## src/design/fpsu_pkg.sv

```systemverilog
// packed single add unit definitions

package fpsu_pkg;

  localparam int DATA_W   = 64;
  localparam int SGL_W    = 32;
  localparam int EXP_W    = 8;
  localparam int FRAC_W   = 23;
  localparam int EXP_BIAS = 127;
  localparam int NUM_BYP  = 4;

  typedef logic [DATA_W-1:0] data_t;
  typedef logic [SGL_W-1:0]  sgl_t;
  typedef logic [2:0]        fwd_sel_t;
  typedef logic [1:0]        ret_code_t;

  // all forwarding buses side by side, bus 0 in the low word
  typedef data_t [NUM_BYP-1:0] byp_t;

  // quiet nan, sign clear
  localparam sgl_t CANON_NAN = 32'h7fc0_0000;

  // biased exponents of inf/nan and of the largest finite value
  localparam logic [EXP_W-1:0] EXP_INF  = '1;
  localparam logic [EXP_W-1:0] EXP_MAXF = EXP_W'(2 * EXP_BIAS);

  localparam ret_code_t RET_NONE     = 2'd0;
  localparam ret_code_t RET_INVALID  = 2'd1;
  localparam ret_code_t RET_OVERFLOW = 2'd2;
  localparam ret_code_t RET_INEXACT  = 2'd3;

  typedef enum logic [2:0] {
    OP_ADD  = 3'd0,
    OP_SUB  = 3'd1,
    OP_RSUB = 3'd2,
    OP_AND  = 3'd3,
    OP_OR   = 3'd4,
    OP_XOR  = 3'd5,
    OP_ANDN = 3'd6
  } fpsu_op_e;

  // logic_sel: 0 and, 1 or, 2 xor, 3 a and not b
  typedef struct packed {
    logic       is_sub;
    logic       is_rsub;
    logic       logic_en;
    logic [1:0] logic_sel;
  } lane_ctl_t;

  typedef struct packed {
    logic invalid;
    logic overflow;
    logic inexact;
  } fp_flags_t;

  typedef enum logic [1:0] {
    SRC_UNIT = 2'd0,
    SRC_ALT0 = 2'd1,
    SRC_ALT1 = 2'd2
  } wb_src_e;

  typedef struct packed {
    wb_src_e src;
    logic    parity;
    data_t   data;
  } wb_word_t;

endpackage

```

## src/design/fadd_lane.sv

```systemverilog
// single-precision add lane
`timescale 1ns/1ns

module fadd_lane import fpsu_pkg::*; (
  input  logic      clk,
  input  logic      rst,
  input  logic      valid_in,
  input  lane_ctl_t ctl,
  input  sgl_t      a,
  input  sgl_t      b,
  output logic      valid_out,
  output sgl_t      res,
  output fp_flags_t flg
);

  sgl_t               x;
  sgl_t               y;
  logic               sx;
  logic               sy;
  logic [EXP_W-1:0]   ex;
  logic [EXP_W-1:0]   ey;
  logic [FRAC_W-1:0]  fx;
  logic [FRAC_W-1:0]  fy;
  logic               x_nan;
  logic               y_nan;
  logic               x_inf;
  logic               y_inf;
  logic               swap;
  logic [EXP_W-1:0]   e_big;
  logic [EXP_W-1:0]   e_sml;
  logic [FRAC_W:0]    m_big;
  logic [FRAC_W:0]    m_sml;
  logic [EXP_W-1:0]   diff;
  logic [4:0]         sh_amt;
  logic [FRAC_W+32:0] wide;
  logic [FRAC_W+3:0]  aln;
  sgl_t               lres;
  logic               fixed;
  sgl_t               fix_res;
  fp_flags_t          fix_flg;

  logic               s1_valid;
  logic               s1_fixed;
  sgl_t               s1_fix_res;
  fp_flags_t          s1_fix_flg;
  logic               s1_sign;
  logic               s1_sub;
  logic [EXP_W-1:0]   s1_exp;
  logic [FRAC_W:0]    s1_mant;
  logic [FRAC_W+3:0]  s1_aln;

  logic [FRAC_W+4:0]  sum;
  logic [FRAC_W+3:0]  norm;
  logic [4:0]         lz;
  logic [EXP_W+1:0]   exp_n;
  logic [FRAC_W:0]    mant_n;
  logic               drop;
  sgl_t               res_nxt;
  fp_flags_t          flg_nxt;
  int                 i;

  // stage 1: flush, swap, align
  always_comb begin
    x  = ctl.is_rsub ? b : a;
    y  = ctl.is_rsub ? a : b;
    sx = x[SGL_W-1];
    sy = y[SGL_W-1] ^ ctl.is_sub;
    ex = x[SGL_W-2 -: EXP_W];
    ey = y[SGL_W-2 -: EXP_W];
    // denormals read as zero
    fx = (ex == '0) ? '0 : x[FRAC_W-1:0];
    fy = (ey == '0) ? '0 : y[FRAC_W-1:0];
    x_nan = (ex == EXP_INF) && (fx != '0);
    y_nan = (ey == EXP_INF) && (fy != '0);
    x_inf = (ex == EXP_INF) && (fx == '0);
    y_inf = (ey == EXP_INF) && (fy == '0);

    swap   = {ey, fy} > {ex, fx};
    e_big  = swap ? ey : ex;
    e_sml  = swap ? ex : ey;
    m_big  = {e_big != '0, swap ? fy : fx};
    m_sml  = {e_sml != '0, swap ? fx : fy};
    diff   = e_big - e_sml;
    sh_amt = (diff > 8'd31) ? 5'd31 : diff[4:0];
    wide   = {m_sml, 32'b0} >> sh_amt;
    // mantissa, guard, round, then sticky
    aln    = {wide[FRAC_W+32 -: FRAC_W+3], |wide[29:0]};

    case (ctl.logic_sel)
      2'd0:    lres = a & b;
      2'd1:    lres = a | b;
      2'd2:    lres = a ^ b;
      default: lres = a & ~b;
    endcase

    fixed   = 1'b1;
    fix_flg = '0;
    if (ctl.logic_en) begin
      fix_res = lres;
    end else if (x_nan || y_nan || (x_inf && y_inf && (sx != sy))) begin
      fix_res         = CANON_NAN;
      fix_flg.invalid = 1'b1;
    end else if (x_inf) begin
      fix_res = {sx, EXP_INF, {FRAC_W{1'b0}}};
    end else if (y_inf) begin
      fix_res = {sy, EXP_INF, {FRAC_W{1'b0}}};
    end else begin
      fixed   = 1'b0;
      fix_res = '0;
    end
  end

  always_ff @(posedge clk) begin
    if (rst) begin
      s1_valid <= 1'b0;
    end else begin
      s1_valid <= valid_in;
    end
  end

  always_ff @(posedge clk) begin
    s1_fixed   <= fixed;
    s1_fix_res <= fix_res;
    s1_fix_flg <= fix_flg;
    s1_sign    <= swap ? sy : sx;
    s1_sub     <= sx ^ sy;
    s1_exp     <= e_big;
    s1_mant    <= m_big;
    s1_aln     <= aln;
  end

  // stage 2: add, normalize, truncate
  always_comb begin
    if (s1_sub) begin
      sum = {1'b0, s1_mant, 3'b0} - {1'b0, s1_aln};
    end else begin
      sum = {1'b0, s1_mant, 3'b0} + {1'b0, s1_aln};
    end

    // highest set bit wins
    lz = '0;
    for (i = 0; i <= FRAC_W + 3; i++) begin
      if (sum[i]) begin
        lz = 5'(FRAC_W + 3 - i);
      end
    end
    norm = sum[FRAC_W+3:0] << lz;

    if (sum[FRAC_W+4]) begin
      mant_n = sum[FRAC_W+4:4];
      drop   = |sum[3:0];
      exp_n  = {2'b0, s1_exp} + 10'd1;
    end else begin
      mant_n = norm[FRAC_W+3:3];
      drop   = |norm[2:0];
      exp_n  = {2'b0, s1_exp} - {5'b0, lz};
    end

    flg_nxt = '0;
    if (s1_fixed) begin
      res_nxt = s1_fix_res;
      flg_nxt = s1_fix_flg;
    end else if (sum == '0) begin
      // cancellation gives +0, two like zeros keep their sign
      res_nxt = {~s1_sub & s1_sign, {(SGL_W-1){1'b0}}};
    end else if (exp_n[EXP_W+1] || exp_n == '0) begin
      res_nxt = {s1_sign, {(SGL_W-1){1'b0}}};
    end else if (exp_n > {2'b0, EXP_MAXF}) begin
      res_nxt          = {s1_sign, EXP_MAXF, {FRAC_W{1'b1}}};
      flg_nxt.overflow = 1'b1;
      flg_nxt.inexact  = 1'b1;
    end else begin
      res_nxt         = {s1_sign, exp_n[EXP_W-1:0], mant_n[FRAC_W-1:0]};
      flg_nxt.inexact = drop;
    end
  end

  always_ff @(posedge clk) begin
    if (rst) begin
      valid_out <= 1'b0;
    end else begin
      valid_out <= s1_valid;
    end
  end

  always_ff @(posedge clk) begin
    res <= res_nxt;
    flg <= flg_nxt;
  end

endmodule

```

## src/design/fexcpt_merge.sv

```systemverilog
// exception merge and retire code
`timescale 1ns/1ns

module fexcpt_merge import fpsu_pkg::*; (
  input  logic      clk,
  input  logic      rst,
  input  logic      valid_in,
  input  fp_flags_t flg_hi,
  input  fp_flags_t flg_lo,
  input  fp_flags_t trap_en,
  output logic      ret_valid,
  output ret_code_t ret_code,
  output fp_flags_t flags
);

  fp_flags_t raised;
  fp_flags_t masked;
  ret_code_t code;

  always_comb begin
    raised = flg_hi | flg_lo;
    masked = raised & trap_en;
    // invalid outranks overflow, overflow outranks inexact
    if (masked.invalid) begin
      code = RET_INVALID;
    end else if (masked.overflow) begin
      code = RET_OVERFLOW;
    end else if (masked.inexact) begin
      code = RET_INEXACT;
    end else begin
      code = RET_NONE;
    end
  end

  always_ff @(posedge clk) begin
    if (rst) begin
      ret_valid <= 1'b0;
      ret_code  <= RET_NONE;
      flags     <= '0;
    end else begin
      ret_valid <= valid_in && (masked != '0);
      if (valid_in) begin
        ret_code <= code;
        flags    <= raised;
      end
    end
  end

endmodule

```

## src/design/fpsu_decode.sv

```systemverilog
// opcode decode to lane control
`timescale 1ns/1ns

module fpsu_decode import fpsu_pkg::*; (
  input  logic      clk,
  input  logic      rst,
  input  logic      en,
  input  fpsu_op_e  op,
  output lane_ctl_t ctl,
  output logic      valid
);

  lane_ctl_t ctl_nxt;

  always_comb begin
    ctl_nxt = '0;
    case (op)
      OP_SUB: begin
        ctl_nxt.is_sub = 1'b1;
      end
      OP_RSUB: begin
        // b - a, operands swapped in the lane
        ctl_nxt.is_sub  = 1'b1;
        ctl_nxt.is_rsub = 1'b1;
      end
      OP_AND: begin
        ctl_nxt.logic_en  = 1'b1;
        ctl_nxt.logic_sel = 2'd0;
      end
      OP_OR: begin
        ctl_nxt.logic_en  = 1'b1;
        ctl_nxt.logic_sel = 2'd1;
      end
      OP_XOR: begin
        ctl_nxt.logic_en  = 1'b1;
        ctl_nxt.logic_sel = 2'd2;
      end
      OP_ANDN: begin
        ctl_nxt.logic_en  = 1'b1;
        ctl_nxt.logic_sel = 2'd3;
      end
      default: begin
        ctl_nxt = '0;
      end
    endcase
  end

  always_ff @(posedge clk) begin
    if (rst) begin
      valid <= 1'b0;
      ctl   <= '0;
    end else begin
      valid <= en;
      if (en) begin
        ctl <= ctl_nxt;
      end
    end
  end

endmodule

```

## src/design/fpsu_top.sv

```systemverilog
// packed single add unit top
`timescale 1ns/1ns

module fpsu_top import fpsu_pkg::*; (
  input  logic       clk,
  input  logic       rst,
  input  logic       en,
  input  fpsu_op_e   op,
  input  data_t      a,
  input  data_t      b,
  input  fwd_sel_t   fwd_a,
  input  fwd_sel_t   fwd_b,
  input  logic       late_a,
  input  logic       late_b,
  input  byp_t       byp,
  input  logic [1:0] alt_req,
  input  data_t      alt_data0,
  input  data_t      alt_data1,
  input  fp_flags_t  trap_en,
  output logic       wb_valid,
  output wb_word_t   wb,
  output logic [1:0] alt_gnt,
  output logic       ret_valid,
  output ret_code_t  ret_code,
  output fp_flags_t  flags
);

  data_t     opnd_a;
  data_t     opnd_b;
  lane_ctl_t ctl;
  logic      op_valid;
  logic      vld_hi;
  logic      vld_lo;
  sgl_t      res_hi;
  sgl_t      res_lo;
  fp_flags_t flg_hi;
  fp_flags_t flg_lo;

  operand_bypass u_byp_a (
    .clk    (clk),
    .rst    (rst),
    .en     (en),
    .direct (a),
    .fwd    (fwd_a),
    .late   (late_a),
    .byp    (byp),
    .opnd   (opnd_a)
  );

  operand_bypass u_byp_b (
    .clk    (clk),
    .rst    (rst),
    .en     (en),
    .direct (b),
    .fwd    (fwd_b),
    .late   (late_b),
    .byp    (byp),
    .opnd   (opnd_b)
  );

  fpsu_decode u_decode (
    .clk   (clk),
    .rst   (rst),
    .en    (en),
    .op    (op),
    .ctl   (ctl),
    .valid (op_valid)
  );

  fadd_lane u_lane_hi (
    .clk       (clk),
    .rst       (rst),
    .valid_in  (op_valid),
    .ctl       (ctl),
    .a         (opnd_a[DATA_W-1:SGL_W]),
    .b         (opnd_b[DATA_W-1:SGL_W]),
    .valid_out (vld_hi),
    .res       (res_hi),
    .flg       (flg_hi)
  );

  fadd_lane u_lane_lo (
    .clk       (clk),
    .rst       (rst),
    .valid_in  (op_valid),
    .ctl       (ctl),
    .a         (opnd_a[SGL_W-1:0]),
    .b         (opnd_b[SGL_W-1:0]),
    .valid_out (vld_lo),
    .res       (res_lo),
    .flg       (flg_lo)
  );

  // both lanes run in lockstep, either valid marks the pair
  fexcpt_merge u_excpt (
    .clk       (clk),
    .rst       (rst),
    .valid_in  (vld_lo),
    .flg_hi    (flg_hi),
    .flg_lo    (flg_lo),
    .trap_en   (trap_en),
    .ret_valid (ret_valid),
    .ret_code  (ret_code),
    .flags     (flags)
  );

  wb_arbiter u_arb (
    .clk        (clk),
    .rst        (rst),
    .unit_valid (vld_hi),
    .unit_data  ({res_hi, res_lo}),
    .alt_req    (alt_req),
    .alt_data0  (alt_data0),
    .alt_data1  (alt_data1),
    .alt_gnt    (alt_gnt),
    .wb_valid   (wb_valid),
    .wb         (wb)
  );

endmodule

```

## src/design/operand_bypass.sv

```systemverilog
// operand capture with bus forwarding
`timescale 1ns/1ns

module operand_bypass import fpsu_pkg::*; (
  input  logic     clk,
  input  logic     rst,
  input  logic     en,
  input  data_t    direct,
  input  fwd_sel_t fwd,
  input  logic     late,
  input  byp_t     byp,
  output data_t    opnd
);

  byp_t     byp_q;
  fwd_sel_t idx;
  data_t    cur_word;
  data_t    held_word;
  data_t    pick;

  // bus words as seen one edge earlier
  always_ff @(posedge clk) begin
    byp_q <= byp;
  end

  always_comb begin
    idx       = fwd - fwd_sel_t'(1);
    cur_word  = byp[idx[1:0]];
    held_word = byp_q[idx[1:0]];
    // codes above the bus count fall back to the direct input
    if (fwd == '0 || fwd > fwd_sel_t'(NUM_BYP)) begin
      pick = direct;
    end else if (late) begin
      pick = held_word;
    end else begin
      pick = cur_word;
    end
  end

  always_ff @(posedge clk) begin
    if (rst) begin
      opnd <= '0;
    end else if (en) begin
      opnd <= pick;
    end
  end

endmodule

```

## src/design/wb_arbiter.sv

```systemverilog
// write-back bus arbiter
`timescale 1ns/1ns

module wb_arbiter import fpsu_pkg::*; (
  input  logic       clk,
  input  logic       rst,
  input  logic       unit_valid,
  input  data_t      unit_data,
  input  logic [1:0] alt_req,
  input  data_t      alt_data0,
  input  data_t      alt_data1,
  output logic [1:0] alt_gnt,
  output logic       wb_valid,
  output wb_word_t   wb
);

  wb_src_e nxt_src;
  data_t   nxt_data;
  logic    nxt_valid;

  // unit first, then alt0, then alt1
  always_comb begin
    alt_gnt  = 2'b00;
    nxt_src  = SRC_UNIT;
    nxt_data = unit_data;
    if (!unit_valid) begin
      if (alt_req[0]) begin
        alt_gnt[0] = 1'b1;
        nxt_src    = SRC_ALT0;
        nxt_data   = alt_data0;
      end else if (alt_req[1]) begin
        alt_gnt[1] = 1'b1;
        nxt_src    = SRC_ALT1;
        nxt_data   = alt_data1;
      end
    end
    nxt_valid = unit_valid | (|alt_req);
  end

  always_ff @(posedge clk) begin
    if (rst) begin
      wb_valid <= 1'b0;
    end else begin
      wb_valid <= nxt_valid;
    end
  end

  always_ff @(posedge clk) begin
    wb.src    <= nxt_src;
    wb.parity <= ^nxt_data;
    wb.data   <= nxt_data;
  end

endmodule

```

## config.mk

```make
export PLATFORM = sky130hd
export DESIGN_NAME = fpsu_top
export DESIGN_NICKNAME = d
export VERILOG_FILES = /design/src/design/fpsu_pkg.sv /design/src/design/fadd_lane.sv /design/src/design/fexcpt_merge.sv /design/src/design/fpsu_decode.sv /design/src/design/fpsu_top.sv /design/src/design/operand_bypass.sv /design/src/design/wb_arbiter.sv
export SDC_FILE = /design/constraint.sdc
export NUM_CORES = 2
export LEC_CHECK = 0
export ABC_AREA = 0
export BUFFER_PORTS_ARGS = -buffer_cell sky130_fd_sc_hd__buf_4
export CAP_MARGIN = 20
export CORE_MARGIN = 2
export CORE_UTILIZATION = 40
export DETAILED_ROUTE_END_ITERATION = 16
export GPL_TIMING_DRIVEN = 0
export PLACE_DENSITY = 0.68
export SYNTH_ARGS = -nofsm -noshare
export SYNTH_HDL_FRONTEND = slang
export SYNTH_SLANG_ARGS = --single-unit
```

## constraint.sdc

```tcl
create_clock -name clk -period 20.9 [get_ports clk]
set_input_delay 3.135 -clock clk [delete_from_list [all_inputs] [get_ports clk]]
set_output_delay 3.135 -clock clk [all_outputs]
set_load 0.05 [all_outputs]
```

==> run summary <==
status = finished clean
Synth Area per Inst = 8.57 um^2
Hold EP = u_lane_hi.s1_valid
setup bufs post-CTS = 0
pwr/cell area = 119 mW/mm^2
CP delay by family, top = buffers and inverters
Detailed Route Iter0 Violations = 5,783
Critical Path RT = 21,470 ps
Synth cell types = 109
Async S/R FF share, synth = 0
Cell Int Power = 0.00385 W
Post-Syn Instances = 5,926
largest net degree at the start of global routing = 15
Sw Ratio = 0.462
Critical path origin = u_decode.ctl[3]
sw power = 0.00330 W
Die W = 360 um
Seq/Total Area, Yosys = 0.286
most frequent cell after synthesis = dfxtp_1
number of global-route vias before repair = 48,105
worst vdd ir = 0.0731 mV
Worst R2R End = u_lane_lo.s1_aln[0]
Post-route DRC = 0
f_max = 91.0 MHz
Tightest Pin Transition = 1220 ps
Syn Std Cell Area = 0.0508 mm^2
CP arrival = 11,560 ps
Max-cap violations = 0
final wirelength = 215,000 um
clk root buf = clkbuf_16
RePlAce Congestion = 0.981
R2R Setup Slk = 9910 ps
Comb pwr share = 0.551
FF+latch count, synth = 726
Startpoint Class = register
final setup fails = 0
Crit path top cell by count = buf_2
Min-Delay Path Class = reg2reg
post_cts resized = 0
Synth-to-Final Area Change = 18.6%
layout cells sized above 1 = 0.173
placed insts = 8,178
first-pass GRT wire length = 313,000 um
DP HPWL = 176,000 um
Final Hold Fails = 0
CP max stage cell = a2111oi_0
Die Footprint = 0.130 mm^2
syn nets = 6,707
total number of vias = 50,463
CP max FO = 10
total CTS buffers = 82
Util after Layout = 0.479
clock share of power = 0.208
Clock transition at path regs = 60 ps
Max-slew headroom = 0.186
Area contributors post-synth = dfxtp_1 29%, mux4_2 12%, mux2i_1 9.1%
port bufs = 599
RSZ-0062 raised after global routing = false
Buf+Inv Stages, Crit Path = 10
CP Capture Type = register
Finished Layout Cells = 8,344
number of antenna violations at the first check in global routing = 20
worst-skew pair later-pin latency = 720 ps
reg2reg start = u_decode.ctl[3]
total gr overflow = 0
Synthesis Warnings = 0
Final Max Tran Viols = 0
CTS tree = done
CP Class = reg2reg
area share of the largest cell type after synthesis = 0.286
gr usage total = 0.318
R2R depth = 35
top cells by count, synth = 726 x dfxtp_1, 635 x nand2_1, 621 x nor2_1
Hold Path Origin = u_decode.valid
Final min period = 10,990 ps
Synth area leader = dfxtp_1
clock sink count = 726
setup TNS = 0 ps
CTS H-Tree Depth = 3
CTS max path bufs = 3
Hold Path Depth = 1
Top Ports = 607
Leak = 24.7 nW
hold_buf cts = 0
Setup Skew = 48.1 ps
final period utilization = 0.526
Post-synth top flop = dfxtp_1
ANT nets after route = 0
number of synthesized flops with an enable pin = 0
Initial Util = 0.404
DR pass1 iterations = 6
area of the core = 0.126 mm^2
fin nets = 7,401
slowest cell delay on critical path = 730 ps
vias per cell = 6.05
chip height = 360 um
routed length per instance = 25.8 um
Site Rows = 130
Seq pwr share = 0.241
## power groups by stage
stage / clock, W / combinational (W) / sequential (W)
after floorplan: 0 / 0.00254 / 0.00177
after global placement: 0 / 0.00384 / 0.00174
after detailed placement: 0 / 0.00382 / 0.00175
after CTS: 0.00151 / 0.00384 / 0.00172
after global routing: 0.00156 / 0.00420 / 0.00174
final: 0.00149 / 0.00394 / 0.00172
## worst reg2reg max path: cells and delay by family, from the launching register on
family,cells,cell delay (ps)
buffers and inverters,10,3860
AO/OA/AOI/OAI,12,3620
AND/OR/NAND/NOR,10,2110
adder cells (fa/ha/maj),2,580
XOR/XNOR,1,380
flip-flops,1,300
## layout by cell type, fill, tap and decap left out, types with 44 or more instances in the layout
| master | instances |
|---|---|
| mux2i_1 | 460 |
| nand4_1 | 44 |
| buf_4 | 607 |
| o31ai_1 | 80 |
| nor2_1 | 621 |
| inv_1 | 284 |
| xnor2_1 | 121 |
| xor2_1 | 95 |
| buf_1 | 66 |
| mux4_2 | 260 |
| buf_2 | 44 |
| dfxtp_1 | 726 |
| and2_1 | 64 |
| ha_1 | 246 |
| a21oi_1 | 402 |
| o21ai_0 | 395 |
| nor3_1 | 88 |
| a22oi_1 | 85 |
| nand3_1 | 66 |
| clkbuf_1 | 314 |
| nand2_1 | 635 |
| a211oi_1 | 53 |
| clkbuf_16 | 83 |
## cell families after synthesis
family / synth area share
simple gates: 0.157
mux: 0.215
flops: 0.286
compound gates: 0.188
xor+xnor: 0.0373
buf+inv: 0.0543
fa+ha+maj: 0.0622
## worst max-delay path by stage
| stage | to | depth (start not counted) |
|---|---|---|
| floorplan | alt_gnt[1] | 4 |
| global placement | u_lane_lo.s1_aln[0] | 35 |
| detailed placement | u_lane_lo.s1_aln[0] | 35 |
| CTS | u_lane_lo.s1_aln[0] | 35 |
| global route | u_lane_lo.s1_aln[0] | 36 |
| finish | u_lane_lo.s1_aln[0] | 35 |
## stage by stage
step / setup WS (ps) / total power [W] / area, um^2 / hold WS (ps)
2_1_floorplan: 12890 / 0.00431 / 50800 / 401
3_3_place_gp: 10220 / 0.00558 / 57300 / 429
3_5_place_dp: 10320 / 0.00557 / 57300 / 454
4_1_cts: 10280 / 0.00706 / 60100 / 459
5_1_grt: 9450 / 0.00750 / 60200 / 475
6_report: 9910 / 0.00715 / 60200 / 458
## per-layer routing
metal	wire [um]	up-vias	global-route usage
li1	-	22969	-
met1	88100	24189	0.411
met2	98900	2846	0.518
met3	18600	449	0.0604
met4	9770	10	0.135
met5	67	-	0
## flip-flops by register name, indices dropped and copies added, names as in the netlist, 27 cells and up
register and count:
u_arb.wb 67, u_byp_a.opnd 64, u_lane_hi.s1_aln 27, u_byp_b.byp_q 256, u_lane_hi.res 32, u_lane_lo.res 32, u_lane_lo.s1_aln 27, u_lane_lo.s1_fix_res 32
u_byp_b.opnd 64, u_lane_hi.s1_fix_res 32
## layout make-up
class | instances | area (um^2)
flip-flops and latches | 726 | 14500
multi-input cells | 4492 | 33500
diodes | 10 | 25.0
repair buffers | 610 | 4620
clock inverters | 39 | 483
inverters | 293 | 1100
well taps | 1650 | 2060
plain buffers | 415 | 1660
fillers | 12116 | 65500
clock buffers | 109 | 2270
No activity file was read; power rests on OpenSTA's default activity.
